## src/noc_cfg.svh

```systemverilog
`ifndef NOC_CFG_SVH
`define NOC_CFG_SVH

// virtual channels per input port
`define NOC_V 4
`define NOC_B 4          // flits per vc buffer
`define NOC_FPAY 32      // flit payload bits

// mesh coordinate widths
`define NOC_XW 3
`define NOC_YW 3

`define NOC_C 2          // traffic classes
`define NOC_MAX_PCK 2    // buffer depth over min packet size of 2
`define NOC_P 5          // router ports incl. local

// output vcs each class may use
`define NOC_CLASS0_VCS 4'b0011
`define NOC_CLASS1_VCS 4'b1100

`endif

```

## src/noc_pkg.sv

```systemverilog
`include "noc_cfg.svh"

package noc_pkg;

    typedef logic [`NOC_V-1:0] vc_mask_t;
    typedef logic [`NOC_P-1:0] port_t;   // one-hot output port
    typedef logic [$clog2(`NOC_C)-1:0] class_t;

    // one-hot port encodings
    localparam port_t PORT_LOCAL = 5'b00001;
    localparam port_t PORT_EAST  = 5'b00010;
    localparam port_t PORT_NORTH = 5'b00100;
    localparam port_t PORT_WEST  = 5'b01000;
    localparam port_t PORT_SOUTH = 5'b10000;

    typedef struct packed {
        logic [`NOC_XW-1:0] x;
        logic [`NOC_YW-1:0] y;
    } router_addr_t;

    typedef struct packed {
        logic                 hdr;
        logic                 tail;
        vc_mask_t             vc;        // one-hot vc of this hop
        logic [`NOC_FPAY-1:0] payload;
    } flit_t;

    // header flit payload layout, user bits on top
    typedef struct packed {
        logic [`NOC_FPAY-$bits(router_addr_t)-$bits(class_t)-1:0] user;
        class_t                                                    cls;
        router_addr_t                                              dest;
    } hdr_payload_t;

    typedef struct packed {
        port_t  port;
        class_t cls;
    } pck_desc_t;

endpackage

```

## src/fwft_fifo.sv

```systemverilog
`timescale 1ns/1ns
`include "noc_cfg.svh"

module fwft_fifo #(
    parameter type T     = logic,
    parameter int  DEPTH = `NOC_B
) (
    input  logic clk,
    input  logic reset,
    input  logic wr_i,
    input  T     data_i,
    input  logic rd_i,
    output T     data_o,     // head word, valid while not empty
    output logic empty_o,
    output logic full_o
);

    localparam int PW = (DEPTH > 1) ? $clog2(DEPTH) : 1;
    localparam int CW = $clog2(DEPTH + 1);

    T              mem [DEPTH];
    logic [PW-1:0] wr_ptr;
    logic [PW-1:0] rd_ptr;
    logic [CW-1:0] count;

    // wrap at DEPTH, which need not be a power of two
    function automatic logic [PW-1:0] ptr_inc(input logic [PW-1:0] ptr);
        return (ptr == PW'(DEPTH - 1)) ? '0 : ptr + 1'b1;
    endfunction

    always_ff @(posedge clk) begin
        if (wr_i) begin
            mem[wr_ptr] <= data_i;
        end
    end

    always_ff @(posedge clk or posedge reset) begin
        if (reset) begin
            wr_ptr <= '0;
            rd_ptr <= '0;
            count  <= '0;
        end else begin
            if (wr_i) wr_ptr <= ptr_inc(wr_ptr);
            if (rd_i) rd_ptr <= ptr_inc(rd_ptr);
            case ({wr_i, rd_i})
                2'b10:   count <= count + 1'b1;
                2'b01:   count <= count - 1'b1;
                default: count <= count;   // idle or both
            endcase
        end
    end

    assign data_o  = mem[rd_ptr];
    assign empty_o = (count == '0);
    assign full_o  = (count == CW'(DEPTH));

    // sender holds credits, so these never fire in a correct system
    a_no_wr_full: assert property (@(posedge clk) disable iff (reset) wr_i |-> !full_o)
        else $error("fwft_fifo: write while full");
    a_no_rd_empty: assert property (@(posedge clk) disable iff (reset) rd_i |-> !empty_o)
        else $error("fwft_fifo: read while empty");

endmodule

```

## src/xy_route_decode.sv

```systemverilog
`timescale 1ns/1ns
`include "noc_cfg.svh"

module xy_route_decode (
    input  noc_pkg::flit_t        flit_i,
    input  noc_pkg::router_addr_t current_addr_i,
    output noc_pkg::pck_desc_t    desc_o
);

    noc_pkg::hdr_payload_t hdr;
    noc_pkg::port_t        port;
    logic                  x_gt;
    logic                  x_lt;
    logic                  y_gt;
    logic                  y_lt;

    // payload viewed as header fields
    assign hdr = noc_pkg::hdr_payload_t'(flit_i.payload);

    assign x_gt = (hdr.dest.x > current_addr_i.x);
    assign x_lt = (hdr.dest.x < current_addr_i.x);
    assign y_gt = (hdr.dest.y > current_addr_i.y);
    assign y_lt = (hdr.dest.y < current_addr_i.y);

    // dimension order, x resolved first
    always_comb begin
        if (x_gt) begin
            port = noc_pkg::PORT_EAST;
        end else if (x_lt) begin
            port = noc_pkg::PORT_WEST;
        end else if (y_gt) begin
            port = noc_pkg::PORT_NORTH;
        end else if (y_lt) begin
            port = noc_pkg::PORT_SOUTH;
        end else begin
            port = noc_pkg::PORT_LOCAL;   // arrived
        end
    end

    // class rides along for the ovc mask lookup
    assign desc_o.port = port;
    assign desc_o.cls  = hdr.cls;

endmodule

```

## src/vc_queue.sv

```systemverilog
`timescale 1ns/1ns
`include "noc_cfg.svh"

module vc_queue (
    input  logic               clk,
    input  logic               reset,
    input  logic               wr_i,
    input  noc_pkg::flit_t     flit_i,
    input  noc_pkg::pck_desc_t desc_i,
    input  logic               grant_i,
    input  logic               release_i,
    output noc_pkg::flit_t     head_o,
    output logic               request_o,
    output logic               tail_o,
    output noc_pkg::port_t     dest_port_o,
    output noc_pkg::vc_mask_t  candidate_ovcs_o
);

    logic               flit_empty;
    logic               desc_wr;
    logic               desc_empty;
    noc_pkg::pck_desc_t desc_head;

    assign desc_wr = wr_i & flit_i.hdr;   // one descriptor per packet

    fwft_fifo #(.T(noc_pkg::flit_t), .DEPTH(`NOC_B)) i_flit_fifo (
        .clk    (clk),
        .reset  (reset),
        .wr_i   (wr_i),
        .data_i (flit_i),
        .rd_i   (grant_i),
        .data_o (head_o),
        .empty_o(flit_empty),
        .full_o ()
    );

    fwft_fifo #(.T(noc_pkg::pck_desc_t), .DEPTH(`NOC_MAX_PCK)) i_desc_fifo (
        .clk    (clk),
        .reset  (reset),
        .wr_i   (desc_wr),
        .data_i (desc_i),
        .rd_i   (release_i),
        .data_o (desc_head),
        .empty_o(desc_empty),
        .full_o ()
    );

    assign request_o   = !flit_empty;
    assign tail_o      = request_o & head_o.tail;
    assign dest_port_o = desc_empty ? '0 : desc_head.port;

    // class to candidate output vcs
    always_comb begin
        candidate_ovcs_o = '0;
        if (!desc_empty) begin
            case (desc_head.cls)
                noc_pkg::class_t'(0): candidate_ovcs_o = `NOC_CLASS0_VCS;
                noc_pkg::class_t'(1): candidate_ovcs_o = `NOC_CLASS1_VCS;
                default:              candidate_ovcs_o = '0;
            endcase
        end
    end

    a_release_has_desc: assert property (@(posedge clk) disable iff (reset)
        release_i |-> !desc_empty) else $error("vc_queue: release with no packet queued");
    // a header at the head always has its route ready
    a_hdr_grant_desc: assert property (@(posedge clk) disable iff (reset)
        grant_i && head_o.hdr |-> !desc_empty) else $error("vc_queue: header without descriptor");

endmodule

```

## src/input_port.sv

```systemverilog
`timescale 1ns/1ns
`include "noc_cfg.svh"

module input_port (
    input  logic                                clk,
    input  logic                                reset,
    input  noc_pkg::router_addr_t               current_addr_i,
    input  noc_pkg::flit_t                      flit_i,
    input  logic                                flit_we_i,
    input  noc_pkg::vc_mask_t                   ivc_grant_i,     // one-hot
    input  noc_pkg::vc_mask_t                   ivc_release_i,
    input  noc_pkg::vc_mask_t                   assigned_ovc_i,
    output noc_pkg::flit_t                      flit_o,
    output noc_pkg::vc_mask_t                   ivc_request_o,
    output noc_pkg::vc_mask_t                   ivc_tail_o,
    output noc_pkg::port_t    [`NOC_V-1:0]      dest_port_o,
    output noc_pkg::vc_mask_t [`NOC_V-1:0]      candidate_ovcs_o
);

    noc_pkg::pck_desc_t desc_in;
    noc_pkg::vc_mask_t  vc_wr;
    noc_pkg::flit_t     head [`NOC_V];
    noc_pkg::flit_t     granted;

    // route computed as the header arrives
    xy_route_decode i_route (
        .flit_i        (flit_i),
        .current_addr_i(current_addr_i),
        .desc_o        (desc_in)
    );

    assign vc_wr = flit_we_i ? flit_i.vc : '0;   // steer by vc field

    for (genvar v = 0; v < `NOC_V; v++) begin : g_vc
        vc_queue i_vc_queue (
            .clk             (clk),
            .reset           (reset),
            .wr_i            (vc_wr[v]),
            .flit_i          (flit_i),
            .desc_i          (desc_in),
            .grant_i         (ivc_grant_i[v]),
            .release_i       (ivc_release_i[v]),
            .head_o          (head[v]),
            .request_o       (ivc_request_o[v]),
            .tail_o          (ivc_tail_o[v]),
            .dest_port_o     (dest_port_o[v]),
            .candidate_ovcs_o(candidate_ovcs_o[v])
        );
    end

    // granted head, grant is one-hot or idle
    always_comb begin
        granted = '0;
        for (int v = 0; v < `NOC_V; v++) begin
            if (ivc_grant_i[v]) begin
                granted = head[v];
            end
        end
    end

    // vc field rewritten for the next hop
    always_comb begin
        flit_o    = granted;
        flit_o.vc = assigned_ovc_i;
    end

    a_grant_onehot: assert property (@(posedge clk) disable iff (reset)
        $onehot0(ivc_grant_i)) else $error("input_port: grant not one-hot");

    // allocators only see vcs that hold a flit
    a_grant_requested: assert property (@(posedge clk) disable iff (reset)
        (ivc_grant_i & ~ivc_request_o) == '0)
        else $error("input_port: grant to idle vc");

    a_write_onehot: assert property (@(posedge clk) disable iff (reset)
        flit_we_i |-> $onehot(flit_i.vc))
        else $error("input_port: written flit has no single vc");

endmodule

```

## config.mk

```make
export PLATFORM = sky130hd
export DESIGN_NAME = input_port
export DESIGN_NICKNAME = d
export VERILOG_FILES = /design/src/noc_pkg.sv /design/src/fwft_fifo.sv /design/src/xy_route_decode.sv /design/src/vc_queue.sv /design/src/input_port.sv
export VERILOG_INCLUDE_DIRS = /design/src
export SDC_FILE = /design/constraint.sdc
export NUM_CORES = 1
export LEC_CHECK = 0
export BUFFER_PORTS_ARGS = -buffer_cell sky130_fd_sc_hd__buf_2
export CAP_MARGIN = 0
export CORE_UTILIZATION = 50
export DETAILED_ROUTE_END_ITERATION = 7
export PLACE_DENSITY = 0.78
export SYNTH_ARGS = -nofsm -noshare
export SYNTH_HDL_FRONTEND = slang
export SYNTH_SLANG_ARGS = --single-unit
```

## constraint.sdc

```tcl
create_clock -name clk -period 5.35 [get_ports clk]
set_input_delay 0.535 -clock clk [delete_from_list [all_inputs] [get_ports clk]]
set_output_delay 0.535 -clock clk [all_outputs]
set_load 0.03 [all_outputs]
```

After elaboration in Yosys (flattened, before gate mapping)
Memories as Yosys holds them, arrays and structs flattened.
Index checks and enable logic that the tools add are counted.
{"block": "word_totals", "ff_bits": 44, "mem_bits_rw": 656, "inputBits": 59, "wordCells": 185, "memories": 8}
{"block": "classes", "add_sub_neg": 32, "n_lt_le_gt_ge": 4, "n_eq_ne": 24, "n_mux": 61, "bitwise_logic": 12, "n_reduce_logical": 20}
{"name": "g_vc[0].i_vc_queue.i_flit_fifo.mem", "depth": 4, "width": 38, "rd": 1, "rd_ports_with_merged_regs": 0, "wr": 1, "line": "fwft_fifo.sv:21", "source": "T mem [DEPTH];"}
{"name": "g_vc[1].i_vc_queue.i_flit_fifo.mem", "depth": 4, "width": 38, "rd": 1, "rd_ports_with_merged_regs": 0, "wr": 1, "line": "fwft_fifo.sv:21"}
{"name": "g_vc[2].i_vc_queue.i_flit_fifo.mem", "depth": 4, "width": 38, "rd": 1, "rd_ports_with_merged_regs": 0, "wr": 1, "line": "fwft_fifo.sv:21"}
{"name": "g_vc[3].i_vc_queue.i_flit_fifo.mem", "depth": 4, "width": 38, "rd": 1, "rd_ports_with_merged_regs": 0, "wr": 1, "line": "fwft_fifo.sv:21"}
{"name": "g_vc[0].i_vc_queue.i_desc_fifo.mem", "depth": 2, "width": 6, "rd": 1, "rd_ports_with_merged_regs": 0, "wr": 1, "line": "fwft_fifo.sv:21"}
{"name": "g_vc[1].i_vc_queue.i_desc_fifo.mem", "depth": 2, "width": 6, "rd": 1, "rd_ports_with_merged_regs": 0, "wr": 1, "line": "fwft_fifo.sv:21"}
{"name": "2 more memories"}
{"cell": "two-way mux 38 bit", "n": 4}
{"cell": "two-way mux 5 bit", "n": 8}
{"cell": "== test 2 bit, second input constant", "n": 16}
{"cell": "one-hot mux 4 bit (2 select lines)", "n": 4}
{"cell": "adder 2 x 1 -> 2 bit, second input constant", "n": 12}
{"cell": "two-way mux 1 bit", "n": 24}
{"cell": "one-hot mux 3 bit (2 select lines)", "n": 4}
{"cell": "two-way mux 4 bit", "n": 5}
{"cell": "== test 2 x 1 -> 1 bit, second input constant", "n": 8}
{"cell": "two-way mux 2 bit", "n": 8}
{"cell": "one-hot mux 2 bit (2 select lines)", "n": 4}
{"cell": "nonzero test 2 bit", "n": 8}
{"cell": "adder 3 x 1 -> 3 bit, second input constant", "n": 4}
{"cell": "logical NOT 3 bit", "n": 4}
{"cell": "subtractor 3 x 1 -> 3 bit, second input constant", "n": 4}
{"cell": "adder 1 bit, second input constant", "n": 8}
{"cell": "bitwise AND 1 bit", "n": 8}
{"cell": "logical NOT 2 bit", "n": 4}
{"cell": "subtractor 2 x 1 -> 2 bit, second input constant", "n": 4}
{"cell": "greater-than comparator 3 bit", "n": 2}
{"cell": "less-than comparator 3 bit", "n": 2}
{"cell": "logical NOT 1 bit", "n": 4}
{"cell": "NOT 1 bit", "n": 4}

Logic depth before layout (Yosys ltp)
Gate-level depths: netlist of the first run.
{"block": "logic_depth", "ltp_word": 5, "ltp_mapped": 7}

Hierarchy
Synthesis of the first run repeated with hierarchy kept, for this count alone.
{"block": "hier_totals", "hier_cells": 1302, "hier_area_um2": 27431.3}
{"module": "fwft_fifo (g_vc[0].i_vc_queue.i_flit_fifo ...)", "instances": 4, "cells_each": 237, "area_per_inst_um2": 5895.7, "seq_area_each_um2": 4739.5}
{"module": "fwft_fifo (g_vc[0].i_vc_queue.i_desc_fifo ...)", "instances": 4, "cells_each": 36, "area_per_inst_um2": 623.1, "seq_area_each_um2": 460.4}
{"module": "input_port", "instances": 1, "cells_each": 134, "area_per_inst_um2": 875.8, "seq_area_each_um2": 0.0}
{"module": "vc_queue", "instances": 4, "cells_each": 12, "area_per_inst_um2": 72.6, "seq_area_each_um2": 0.0}
{"module": "xy_route_decode", "instances": 1, "cells_each": 28, "area_per_inst_um2": 190.2, "seq_area_each_um2": 0.0}

Least setup slack after synthesis of the first run
No wires, ideal clock.
{"block": "synth_timing", "path_kind": "input port to output port", "startpoint": "input ivc_grant_i[1]", "endpoint": "output flit_o[23] (netlist name)", "arrival_ns": 1.820, "required_ns": 4.815, "path_slack_ns": 2.995, "stages": 5, "cell_sequence": "buf_2 -> nor3b_4 -> buf_2 -> a22oi_1 -> a31oi_1"}
{"item": "from (decl)", "line": "input_port.sv:10", "source": "input noc_pkg::vc_mask_t ivc_grant_i,"}
{"item": "to (decl)", "line": "input_port.sv:13", "source": "output noc_pkg::flit_t flit_o,"}

==> results of run 1 <==
-- worst min path at each step --
stage | from | endpoint | slack, ps
4_1_cts | reset | g_vc[1].i_vc_queue.i_flit_fifo.rd_ptr[0] | 50
6_report | reset | g_vc[3].i_vc_queue.i_desc_fifo.count[0] | 60
5_1_grt | ivc_release_i[2] | g_vc[2].i_vc_queue.i_desc_fifo.rd_ptr | 90
3_5_place_dp | g_vc[3].i_vc_queue.i_flit_fifo.count[2] | g_vc[3].i_vc_queue.i_flit_fifo.count[2] | 450
2_1_floorplan | g_vc[2].i_vc_queue.i_flit_fifo.count[2] | g_vc[2].i_vc_queue.i_flit_fifo.count[2] | 430
3_3_place_gp | g_vc[2].i_vc_queue.i_flit_fifo.count[2] | g_vc[2].i_vc_queue.i_flit_fifo.count[2] | 450
-- metrics by stage --
stage / hold WS, ps / util (%) / total power, mW
CTS: 49.4 / 56.8 / 14.7
finish: 61.4 / 56.8 / 14.6
global placement: 448 / 52.7 / 10.2
global route: 88.5 / 56.8 / 15.2
floorplan: 434 / - / 9.42
detailed placement: 454 / 52.7 / 10.3
-- sequential cells by signal, summed over array words and instances (netlist names) --
| signal | flops |
|---|---|
| g_vc.i_vc_queue.i_flit_fifo.mem | 544 |
| g_vc.i_vc_queue.i_desc_fifo.mem | 48 |
| g_vc.i_vc_queue.i_flit_fifo.count | 12 |
| g_vc.i_vc_queue.i_desc_fifo.count | 8 |
| g_vc.i_vc_queue.i_flit_fifo.rd_ptr | 8 |
| g_vc.i_vc_queue.i_flit_fifo.wr_ptr | 8 |
| g_vc.i_vc_queue.i_desc_fifo.rd_ptr | 4 |
| g_vc.i_vc_queue.i_desc_fifo.wr_ptr | 4 |
-- critical path, delay by kind of cell, from the launching register on --
family / cells / cell delay (ps)
flops: 1 / 980
compound gates: 2 / 270
buf+inv: 2 / 760
mux: 1 / 550
-- power groups by stage --
stage	clock network (mW)	registers [mW]	logic, mW
after floorplan	0	6.28	3.14
after global placement	0	6.70	3.51
after detailed placement	0	6.75	3.60
after CTS	4.43	6.65	3.62
after global routing	4.62	6.71	3.82
final	4.37	6.64	3.58
-- per-layer routing --
layer	track usage, %	up-vias	part of all wire, %
li1	-	5374	-
met1	27.4	6458	40
met2	36.1	489	51
met3	3.67	99	6.5
met4	6.87	4	2.7
met5	0	-	0.055
-- layout by cell type, fill, tap and decap left out, types with 11 or more instances in the layout --
cell and count:
clkinv_2 12, clkinv_1 14, xnor2_1 16, and3_2 16, dfrtp_1 37, mux4_2 81, edfxtp_1 592, o22ai_1 34
ha_1 34, xor2_1 16, mux2_2 80, a22oi_1 34, buf_2 132, inv_1 32, buf_4 11, mux4_1 21
nand2_1 41, clkbuf_16 61, a31oi_1 34, nor2_1 48, mux2i_1 26
-- area by class of cell --
cell class                 count  area share, %
sequential                   636           66.5
multi-input combinational    530           20.3
clock buffer                  69           5.48
tap                          672           2.96
timing repair buffer         143           2.62
clock inverter                46           1.75
inverter                      34          0.449
-- cells by family (layout without fill, tap and decap cells) --
family / after synthesis / in the layout / synth area share [%]
DFF: 636 / 636 / 74.7
muxes: 208 / 208 / 14.0
buffers and inverters: 113 / 292 / 2.62
and+or+nand+nor: 137 / 137 / 2.52
adders and majority gates: 38 / 38 / 2.00
AOI/OAI and AO/OA: 115 / 115 / 3.02
xor gates and xnor gates: 32 / 32 / 1.11
==> impl_metrics.yaml, run 1 <==
outcome:
  outcome: "finished, final reports clean"
grt:
  grt_pass1_wl_microns: 78600
  grt_max_degree: 45
  overflow: 0
  antenna_found_initial: 2
  grt_pass1_vias: 12900
  grt.total_usage_pct: 21.1
route:
  vias: 12400
  via_per_inst: 5.83
  drt-initial-drc-count: 1147
  wirelength_microns: 53100
  avgRoutedWirePerCell_microns: 24.9
  dr.pass1.iters: 6
  drc_errors: 0
  antenna_left: 0
worst_setup_path:
  path_max_fanout: 25
  endpoint: "flit_o[4]"
  crit_path_top_delay_cell: "dfrtp_2"
  critical_path_required_ps: 4820
  critPathCaptureType: "output port"
  start_kind: "register"
  r2r-end: "g_vc[0].i_vc_queue.i_flit_fifo.mem[2][18]"
  reg2reg_depth: 3
  path_class: "register to output port"
  cp_slowest_stage_delay_ps: 980
  reg2reg_from: "g_vc[0].i_vc_queue.i_flit_fifo.wr_ptr[0]"
  crit_path_start: "g_vc[3].i_vc_queue.i_flit_fifo.rd_ptr[0]"
  worstPathArrival_ps: 3220
  regToRegSetupSlack_ps: 3270
  path_cells: "buf_4 -> mux4_2 -> o22ai_1 -> a31oi_1 -> buf_2"
sta:
  worst_pin_slew_ps: 1290
  finalSetupViolCount: 0
  finalHoldViolCount: 0
  skew_ps: 24.7
  rsz0062_at_grt: "no"
  min_period_ps: 3750
  maxSlewHeadroom_pct: 13.9
  drv_slew: 0
  fin_ws_ps: 1600
  timing.final.crit_share_pct: 70.1
  setup_tns_ps: 0
  max_freq_mhz: 267
synth:
  synth_area_leaders: "edfxtp_1 (70%), mux4_2 (7.2%), dfrtp_1 (4.4%)"
  yosysTopAreaCellShare_pct: 70.4
  ys_ff_latch: 636
  syn_nets: 1376
  seq_area_frac_synth_pct: 74.7
  synthCells: 1279
  synthArstFlopShare_pct: 6.92
  post-synth-top-count-cell: "edfxtp_1"
  synth_edf_count: 592
  synth_flop_cell: "edfxtp_1"
  avgSynthCellArea_sq_um: 19.8
  synthesis.area_sq_um: 25300
  yosysWarnings: 0
  yosys.area.top_type: "edfxtp_1"
  ys_top_cells_by_count: "edfxtp_1 (592), mux4_2 (81), mux2_2 (80)"
  synthDistinctLibCells: 37
power:
  ir_worst_vdd_mv: 0.371
  switching_share_pct: 30.7
  switchingPower_mw: 4.48
  leakage_nw: 9.72
  power.internal_mw: 10.1
  power_density_nw_per_um2: 514
  seqPwrFrac_pct: 45.5
  p_clk_share_pct: 30.0
  comb_power_share_pct: 24.5
cts:
  cts_buffer_depth: 3
  cts_hold_buf: 0
  cts.clk_slew.worst_paths_ps: 60
  cts_num_sinks: 636
  htree_levels: 2
  cts_resized: 0
  cts-root-buf: "clkbuf_16"
  cts_tree: "yes"
  clock_latency_ps: 650
  cts_made_buffers: 61
  postCtsSetupRepairBufs: 0
finish:
  stdcell_area_sq_um: 28400
  regArea_sq_um: 18900
  drive_above_1_share_pct: 29.1
  n_fill_cell: 3655
  antenna_cells: 0
  multi_input_area_sq_um: 5750
  area_growth_pct: 12.4
  final_nets: 1503
  fin_cells: 2130
place:
  dpl_worst_slack_ps: 2190
  portBuffers: 132
  hpwl_microns: 29300
  place.gp.congestion: 0.767
  dp.cells: 2015
  dpl_cell_area_sq_um: 26400
die:
  io-pin-count: 141
  core_sq_um: 50000
  start_util_pct: 50.6
  die_w_microns: 227
  die_y_microns: 227
  die_area_sq_um: 51400
  rows: 82
job:
  drv_cap: 0
hold_path:
  hold_class: "input port to async pin"
Note: power is estimated with default switching activity, not from simulation.
==> inputs of run 2 (changes only) <==
--- a/config.mk
+++ b/config.mk
@@ -6,6 +6,7 @@
 export SDC_FILE = /design/constraint.sdc
 export NUM_CORES = 1
 export LEC_CHECK = 0
+export ABC_AREA = 1
 export BUFFER_PORTS_ARGS = -buffer_cell sky130_fd_sc_hd__buf_2
 export CAP_MARGIN = 0
 export CORE_UTILIZATION = 50
==> constraint.sdc (replaced) <==
create_clock -name clk -period 3.8 [get_ports clk]
set_input_delay 0.38 -clock clk [delete_from_list [all_inputs] [get_ports clk]]
set_output_delay 0.38 -clock clk [all_outputs]
set_load 0.03 [all_outputs]
==> impl_metrics.yaml, run 2 <==
grt:
  grt_max_degree: 71
  grt_pass1_vias: 18100
  antenna_found_initial: 2
  grt_pass1_wl_microns: 99500
  overflow: 0
  grt.total_usage_pct: 23.5
synth:
  ys_top_cells_by_count: "nand2_1 (683), edfxtp_1 (592), inv_1 (355)"
  synth_xor_xnor_area_share_pct: 0.771
  avgSynthCellArea_sq_um: 11.0
  synth_top_family_by_area: "simple AND/OR/NAND/NOR gates"
  synthCells: 2485
  synth_area_leaders: "edfxtp_1 (65%), nand2_1 (9.4%), nand3_1 (5.8%)"
  seq_area_frac_synth_pct: 69.3
  synthesis.area_sq_um: 27200
  synth_edf_count: 592
  synth_flop_cell: "edfxtp_1"
  syn_nets: 2582
  synthAdderAreaFrac_pct: 1.85
  synthMuxAreaShare_pct: 0
  post-synth-top-count-cell: "nand2_1"
  yosysTopAreaCellShare_pct: 65.2
  yosysWarnings: 0
  synthDistinctLibCells: 28
  synthArstFlopShare_pct: 6.92
  yosys.area.top_type: "edfxtp_1"
  ys_ff_latch: 636
  synth-simple-area-share_pct: 17.0
  synth-compound-area-share_pct: 3.17
cts:
  cts_made_buffers: 66
  cts.clk_slew.worst_paths_ps: 60
  htree_levels: 3
  postCtsSetupRepairBufs: 0
  cts_num_sinks: 636
  cts_hold_buf: 5
  cts-root-buf: "clkbuf_16"
  cts_tree: "yes"
  cts_resized: 0
  cts_buffer_depth: 3
  clock_latency_ps: 610
power:
  fin_total_pwr_mw: 21.7
  ir_worst_vdd_mv: 0.637
  comb_power_share_pct: 30.2
  switchingPower_mw: 7.77
  p_clk_share_pct: 29.1
  seqPwrFrac_pct: 40.7
  power.internal_mw: 13.9
  leakage_nw: 12.7
  power_density_nw_per_um2: 708
  switching_share_pct: 35.8
worst_setup_path:
  path_cells: "buf_4 -> nand2_1 -> nand3_1 -> nand2_1 -> nand2_1 -> nand3_1 -> nand2_1 -> nand2_1 -> buf_2"
  critPathCaptureType: "output port"
  worstPathArrival_ps: 2880
  crit_path_top_delay_cell: "dfrtp_2"
  crit_family: "simple AND/OR/NAND/NOR gates"
  path_class: "register to output port"
  critical_path_required_ps: 3420
  path_max_fanout: 44
  start_kind: "register"
  reg2reg_from: "g_vc[1].i_vc_queue.i_flit_fifo.wr_ptr[0]"
  cp_slowest_stage_delay_ps: 740
  crit_path_frequent_cell: "nand2_1"
  cp_num_buf_inv: 2
  crit_path_start: "g_vc[0].i_vc_queue.i_flit_fifo.rd_ptr[0]"
sta:
  maxSlewHeadroom_pct: 30.5
  rsz0062_at_grt: "no"
  min_period_ps: 3260
  finalHoldViolCount: 0
  worst_pin_slew_ps: 1040
  skew_ps: 26.0
  finalSetupViolCount: 0
  max_freq_mhz: 307
  timing.final.crit_share_pct: 85.7
  setup_tns_ps: 0
  drv_slew: 0
die:
  die_w_microns: 235
  io-pin-count: 141
  die_area_sq_um: 55400
  start_util_pct: 50.6
  rows: 85
  die_y_microns: 235
  core_sq_um: 53800
job:
  drv_cap: 0
route:
  via_per_inst: 5.42
  antenna_left: 0
  drt-initial-drc-count: 2001
  wirelength_microns: 65400
  drc_errors: 0
  avgRoutedWirePerCell_microns: 19.5
  vias: 18100
  dr.pass1.iters: 5
finish:
  largest_reg_flops: 544
  final_common_cell: "nand2_1"
  top_regs: "g_vc.i_vc_queue.i_flit_fifo.mem: 544 flops, g_vc.i_vc_queue.i_desc_fifo.mem: 48 flops, g_vc.i_vc_queue.i_flit_fifo.count: 12 flops"
  largest_register: "g_vc.i_vc_queue.i_flit_fifo.mem"
  final_nets: 2695
  stdcell_area_sq_um: 30700
  n_fill_cell: 4178
  final_core_util_pct: 57.0
  area_growth_pct: 12.5
  drive_above_1_share_pct: 11.4
  final_cell_mix: "nand2_1 (683), edfxtp_1 (592), inv_1 (354)"
place:
  place.gp.congestion: 0.799
  portBuffers: 132
  dpl_cell_area_sq_um: 28500
  hpwl_microns: 38100
outcome:
  outcome: "finished, final reports clean"
hold_path:
  hold_class: "input port to register"
  min_from: "ivc_grant_i[0]"
[run 2: cell count changes in the layout (fill, tap and decap cells not counted), sizes merged, moves of 29 or more]
cell | previous run | this run
nand3 | 5 | 318
a31oi | 34 | 1
mux2 | 80 | 0
inv | 37 | 373
nor2 | 49 | 108
a22oi | 34 | 0
mux4 | 102 | 0
buf | 143 | 172
o21ai | 5 | 99
nand2 | 41 | 683
a21oi | 1 | 31
[run 2: layout make-up]
cell class | count | area [sq um] | area share [%]
Inverter | 372 | 1400 | 4.58
Timing Repair Buffer | 177 | 1060 | 3.46
Multi-Input combinational cell | 1345 | 6330 | 20.6
Clock buffer | 84 | 1760 | 5.74
Clock inverter | 33 | 347 | 1.13
Antenna cell | 1 | 2.50 | 0.00816
Sequential cell | 636 | 18900 | 61.6
Tap cell | 696 | 871 | 2.84
[run 2: stage by stage]
step           std cells  hold slack [ps]  setup WS (ps)
2_1_floorplan       2485              437           1280
3_3_place_gp        3221              411           1270
3_5_place_dp        3221              424           1200
4_1_cts             3343             70.7            542
5_1_grt             3344             92.8            371
6_report            3344             90.3            542
[run 2: path summary, 6_finish.rpt]
check | end | slack, ps | depth (start not counted)
max | flit_o[4] | 540 | 9
min | g_vc[0].i_vc_queue.i_flit_fifo.rd_ptr[0] | 90 | 3
max reg2reg | g_vc[1].i_vc_queue.i_flit_fifo.mem[2][7] | 1630 | 5
min reg2reg | g_vc[1].i_vc_queue.i_flit_fifo.count[0] | 470 | 1
max in group asynchronous | g_vc[3].i_vc_queue.i_desc_fifo.count[0] | 2710 | 4
min in group asynchronous | g_vc[2].i_vc_queue.i_flit_fifo.count[2] | 340 | 3
[run 2: cell families after synthesis]
logic type / count (synthesis)
compound gates: 164
xor+xnor: 24
fa+ha+maj: 38
buf+inv: 504
flops: 636
simple gates: 1119
[run 2: power by group through the flow]
| stage | registers [mW] | clock network (mW) | logic [mW] |
|---|---|---|---|
| global route | 8.89 | 6.66 | 7.15 |
| finish | 8.83 | 6.33 | 6.56 |
| global placement | 8.92 | 0 | 6.24 |
| detailed placement | 8.97 | 0 | 6.48 |
| CTS | 8.82 | 6.39 | 6.56 |
| floorplan | 8.80 | 0 | 4.84 |
[run 2: routing by layer]
layer	vias to the layer above	GRT usage [%]	share of wire, %
met5	-	0	0.012
met4	2	9.29	3.1
met3	153	5.15	9.5
met2	901	39.8	49
met1	8667	29.5	38
li1	8410	-	-
[run 2: tightest hold or removal path: cells and delay by family]
kind | cells | cell delay, ps
and+or+nand+nor | 1 | 70
buffers and inverters | 1 | 140
AOI/OAI and AO/OA | 1 | 70
==> inputs of run 3 (changes only) <==
--- a/config.mk
+++ b/config.mk
@@ -11,7 +11,7 @@
 export CAP_MARGIN = 0
 export CORE_UTILIZATION = 50
 export DETAILED_ROUTE_END_ITERATION = 7
-export PLACE_DENSITY = 0.78
+export PLACE_DENSITY = 0.81
 export SYNTH_ARGS = -nofsm -noshare
 export SYNTH_HDL_FRONTEND = slang
 export SYNTH_SLANG_ARGS = --single-unit
==> constraint.sdc (replaced) <==
create_clock -name clk -period 2.9 [get_ports clk]
set_input_delay 0.29 -clock clk [delete_from_list [all_inputs] [get_ports clk]]
set_output_delay 0.29 -clock clk [all_outputs]
set_load 0.03 [all_outputs]
==> impl_metrics.yaml, run 3 (synthesized netlist as in run 2, its figures left out) <==
outcome:
  outcome: "finished, final reports clean"
route:
  drt-initial-drc-count: 2075
  drc_errors: 0
  antenna_left: 0
  avgRoutedWirePerCell_microns: 19.7
  dr.pass1.iters: 8
  vias: 18500
  via_per_inst: 5.49
  wirelength_microns: 66100
place:
  hpwl_microns: 40500
  dpl_cell_area_sq_um: 28700
  portBuffers: 132
  dpl_worst_slack_ps: 698
  place.gp.congestion: 0.825
cts:
  cts-root-buf: "clkbuf_16"
  cts_buffer_depth: 3
  clock_latency_ps: 620
  cts_tree: "yes"
  htree_levels: 2
  cts_num_sinks: 636
  postCtsSetupRepairBufs: 0
  cts_made_buffers: 61
  cts.clk_slew.worst_paths_ps: 60
sta:
  fin_ws_ps: 69.1
  finalHoldViolCount: 0
  worst_pin_slew_ps: 812
  min_period_ps: 2830
  drv_slew: 0
  finalSetupViolCount: 0
  maxSlewHeadroom_pct: 45.8
  skew_ps: 12.9
  timing.final.crit_share_pct: 97.6
  max_freq_mhz: 353
die:
  die_w_microns: 235
  die_y_microns: 235
  start_util_pct: 50.6
  io-pin-count: 141
  core_sq_um: 53800
  die_area_sq_um: 55400
  rows: 85
power:
  ir_worst_vdd_mv: 0.888
  power.internal_mw: 18.0
  power_density_nw_per_um2: 918
  switchingPower_mw: 10.2
  p_clk_share_pct: 27.8
  leakage_nw: 12.8
  comb_power_share_pct: 31.1
  fin_total_pwr_mw: 28.2
  switching_share_pct: 36.1
  seqPwrFrac_pct: 41.0
finish:
  area_growth_pct: 12.8
  largest_reg_flops: 544
  top_regs: "g_vc.i_vc_queue.i_flit_fifo.mem: 544 flops, g_vc.i_vc_queue.i_desc_fifo.mem: 48 flops, g_vc.i_vc_queue.i_flit_fifo.count: 12 flops"
  final_common_cell: "nand2_1"
  antenna_cells: 0
  final_nets: 2709
  n_fill_cell: 4168
  stdcell_area_sq_um: 30700
  final_cell_mix: "nand2_1 (683), edfxtp_1 (592), inv_1 (354)"
  largest_register: "g_vc.i_vc_queue.i_flit_fifo.mem"
  drive_above_1_share_pct: 12.1
worst_setup_path:
  worstPathArrival_ps: 2540
  cp_num_buf_inv: 2
  start_kind: "register"
  reg2reg_depth: 5
  critPathCaptureType: "output port"
  regToRegSetupSlack_ps: 910
  crit_family: "simple AND/OR/NAND/NOR gates"
  path_cells: "buf_4 -> nand2_1 -> nand3_1 -> nand3_1 -> nand3_1 -> nand2_1 -> nand2_1 -> buf_2"
  critical_path_required_ps: 2610
  path_max_fanout: 28
  cp_slowest_stage_delay_ps: 630
  crit_cells: 8
  path_class: "register to output port"
  crit_path_top_delay_cell: "dfrtp_4"
grt:
  antenna_found_initial: 1
  grt_max_degree: 71
  grt_pass1_vias: 18500
  overflow: 0
  grt.total_usage_pct: 24.0
  grt_pass1_wl_microns: 102000
hold_path:
  hold_class: "input port to register"
  hold_depth: 1
job:
  drv_cap: 0
-- run 3: cell types whose count changed in the layout (fill, tap and decap cells not counted), sizes merged --
cell / before / now
inv: 373 / 372
clkinvlp: 2 / 6
clkinv: 24 / 25
buf: 172 / 190
diode: 1 / 0
dlygate4sd3: 5 / 6
clkbuf: 84 / 77
-- run 3: worst register-to-register path: cells and delay by family, from the launching register on --
family | cells | cell delay (ps)
buffers and inverters | 3 | 460
and+or+nand+nor | 1 | 640
DFF | 1 | 400
adders and majority gates | 1 | 160
-- run 3: timing repair --
item	4_1_cts	5_1_grt
resized for setup	0	9
setup endpoints to repair	0	29
hold buffers	6	0
hold endpoints to repair	35	0
-- run 3: path summary, 6_finish.rpt --
path	endpoint	start
max	flit_o[20]	g_vc[1].i_vc_queue.i_flit_fifo.rd_ptr[0]
min	g_vc[1].i_vc_queue.i_flit_fifo.mem[0][13]	flit_i[13]
max reg2reg	g_vc[3].i_vc_queue.i_flit_fifo.mem[2][27]	g_vc[3].i_vc_queue.i_flit_fifo.wr_ptr[0]
min reg2reg	g_vc[1].i_vc_queue.i_flit_fifo.count[0]	g_vc[1].i_vc_queue.i_flit_fifo.count[0]
max in group asynchronous	g_vc[3].i_vc_queue.i_desc_fifo.rd_ptr	reset
min in group asynchronous	g_vc[0].i_vc_queue.i_desc_fifo.wr_ptr	reset
-- run 3: layout make-up --
| cell class | count | area [sq um] | area share (%) |
|---|---|---|---|
| Sequential cell | 636 | 18900 | 61.5 |
| Clock buffer | 77 | 1620 | 5.26 |
| Multi-Input combinational cell | 1345 | 6330 | 20.6 |
| Clock inverter | 37 | 349 | 1.14 |
| Timing Repair Buffer | 196 | 1270 | 4.15 |
| Inverter | 372 | 1410 | 4.58 |
| Tap cell | 696 | 871 | 2.83 |
-- run 3: layer usage --
metal / part of all wire [%] / vias up / track usage, %
met3: 10 / 145 / 3.95
li1: - / 8431 / -
met2: 49 / 1018 / 41.0
met5: 0.018 / - / 0
met1: 37 / 8861 / 30.8
met4: 3.2 / 2 / 9.23
-- run 3: metrics by stage --
| step | TNS [ps] | hold WS [ps] | util [%] | instances |
|---|---|---|---|---|
| floorplan | 0 | 377 | - | 2485 |
| global placement | 0 | 451 | 53.3 | 3239 |
| detailed placement | 0 | 455 | 53.3 | 3239 |
| CTS | 0 | 8.59 | 57.1 | 3359 |
| global route | -0.746 | 22.1 | 57.1 | 3359 |
| finish | 0 | 38.7 | 57.1 | 3359 |
-- run 3: power by group through the flow --
stage | sequential (mW) | combinational (mW) | clock, mW
floorplan | 11.5 | 6.34 | 0
global placement | 11.7 | 8.27 | 0
detailed placement | 11.8 | 8.61 | 0
CTS | 11.6 | 8.71 | 7.91
global route | 11.7 | 9.58 | 8.28
finish | 11.6 | 8.78 | 7.85
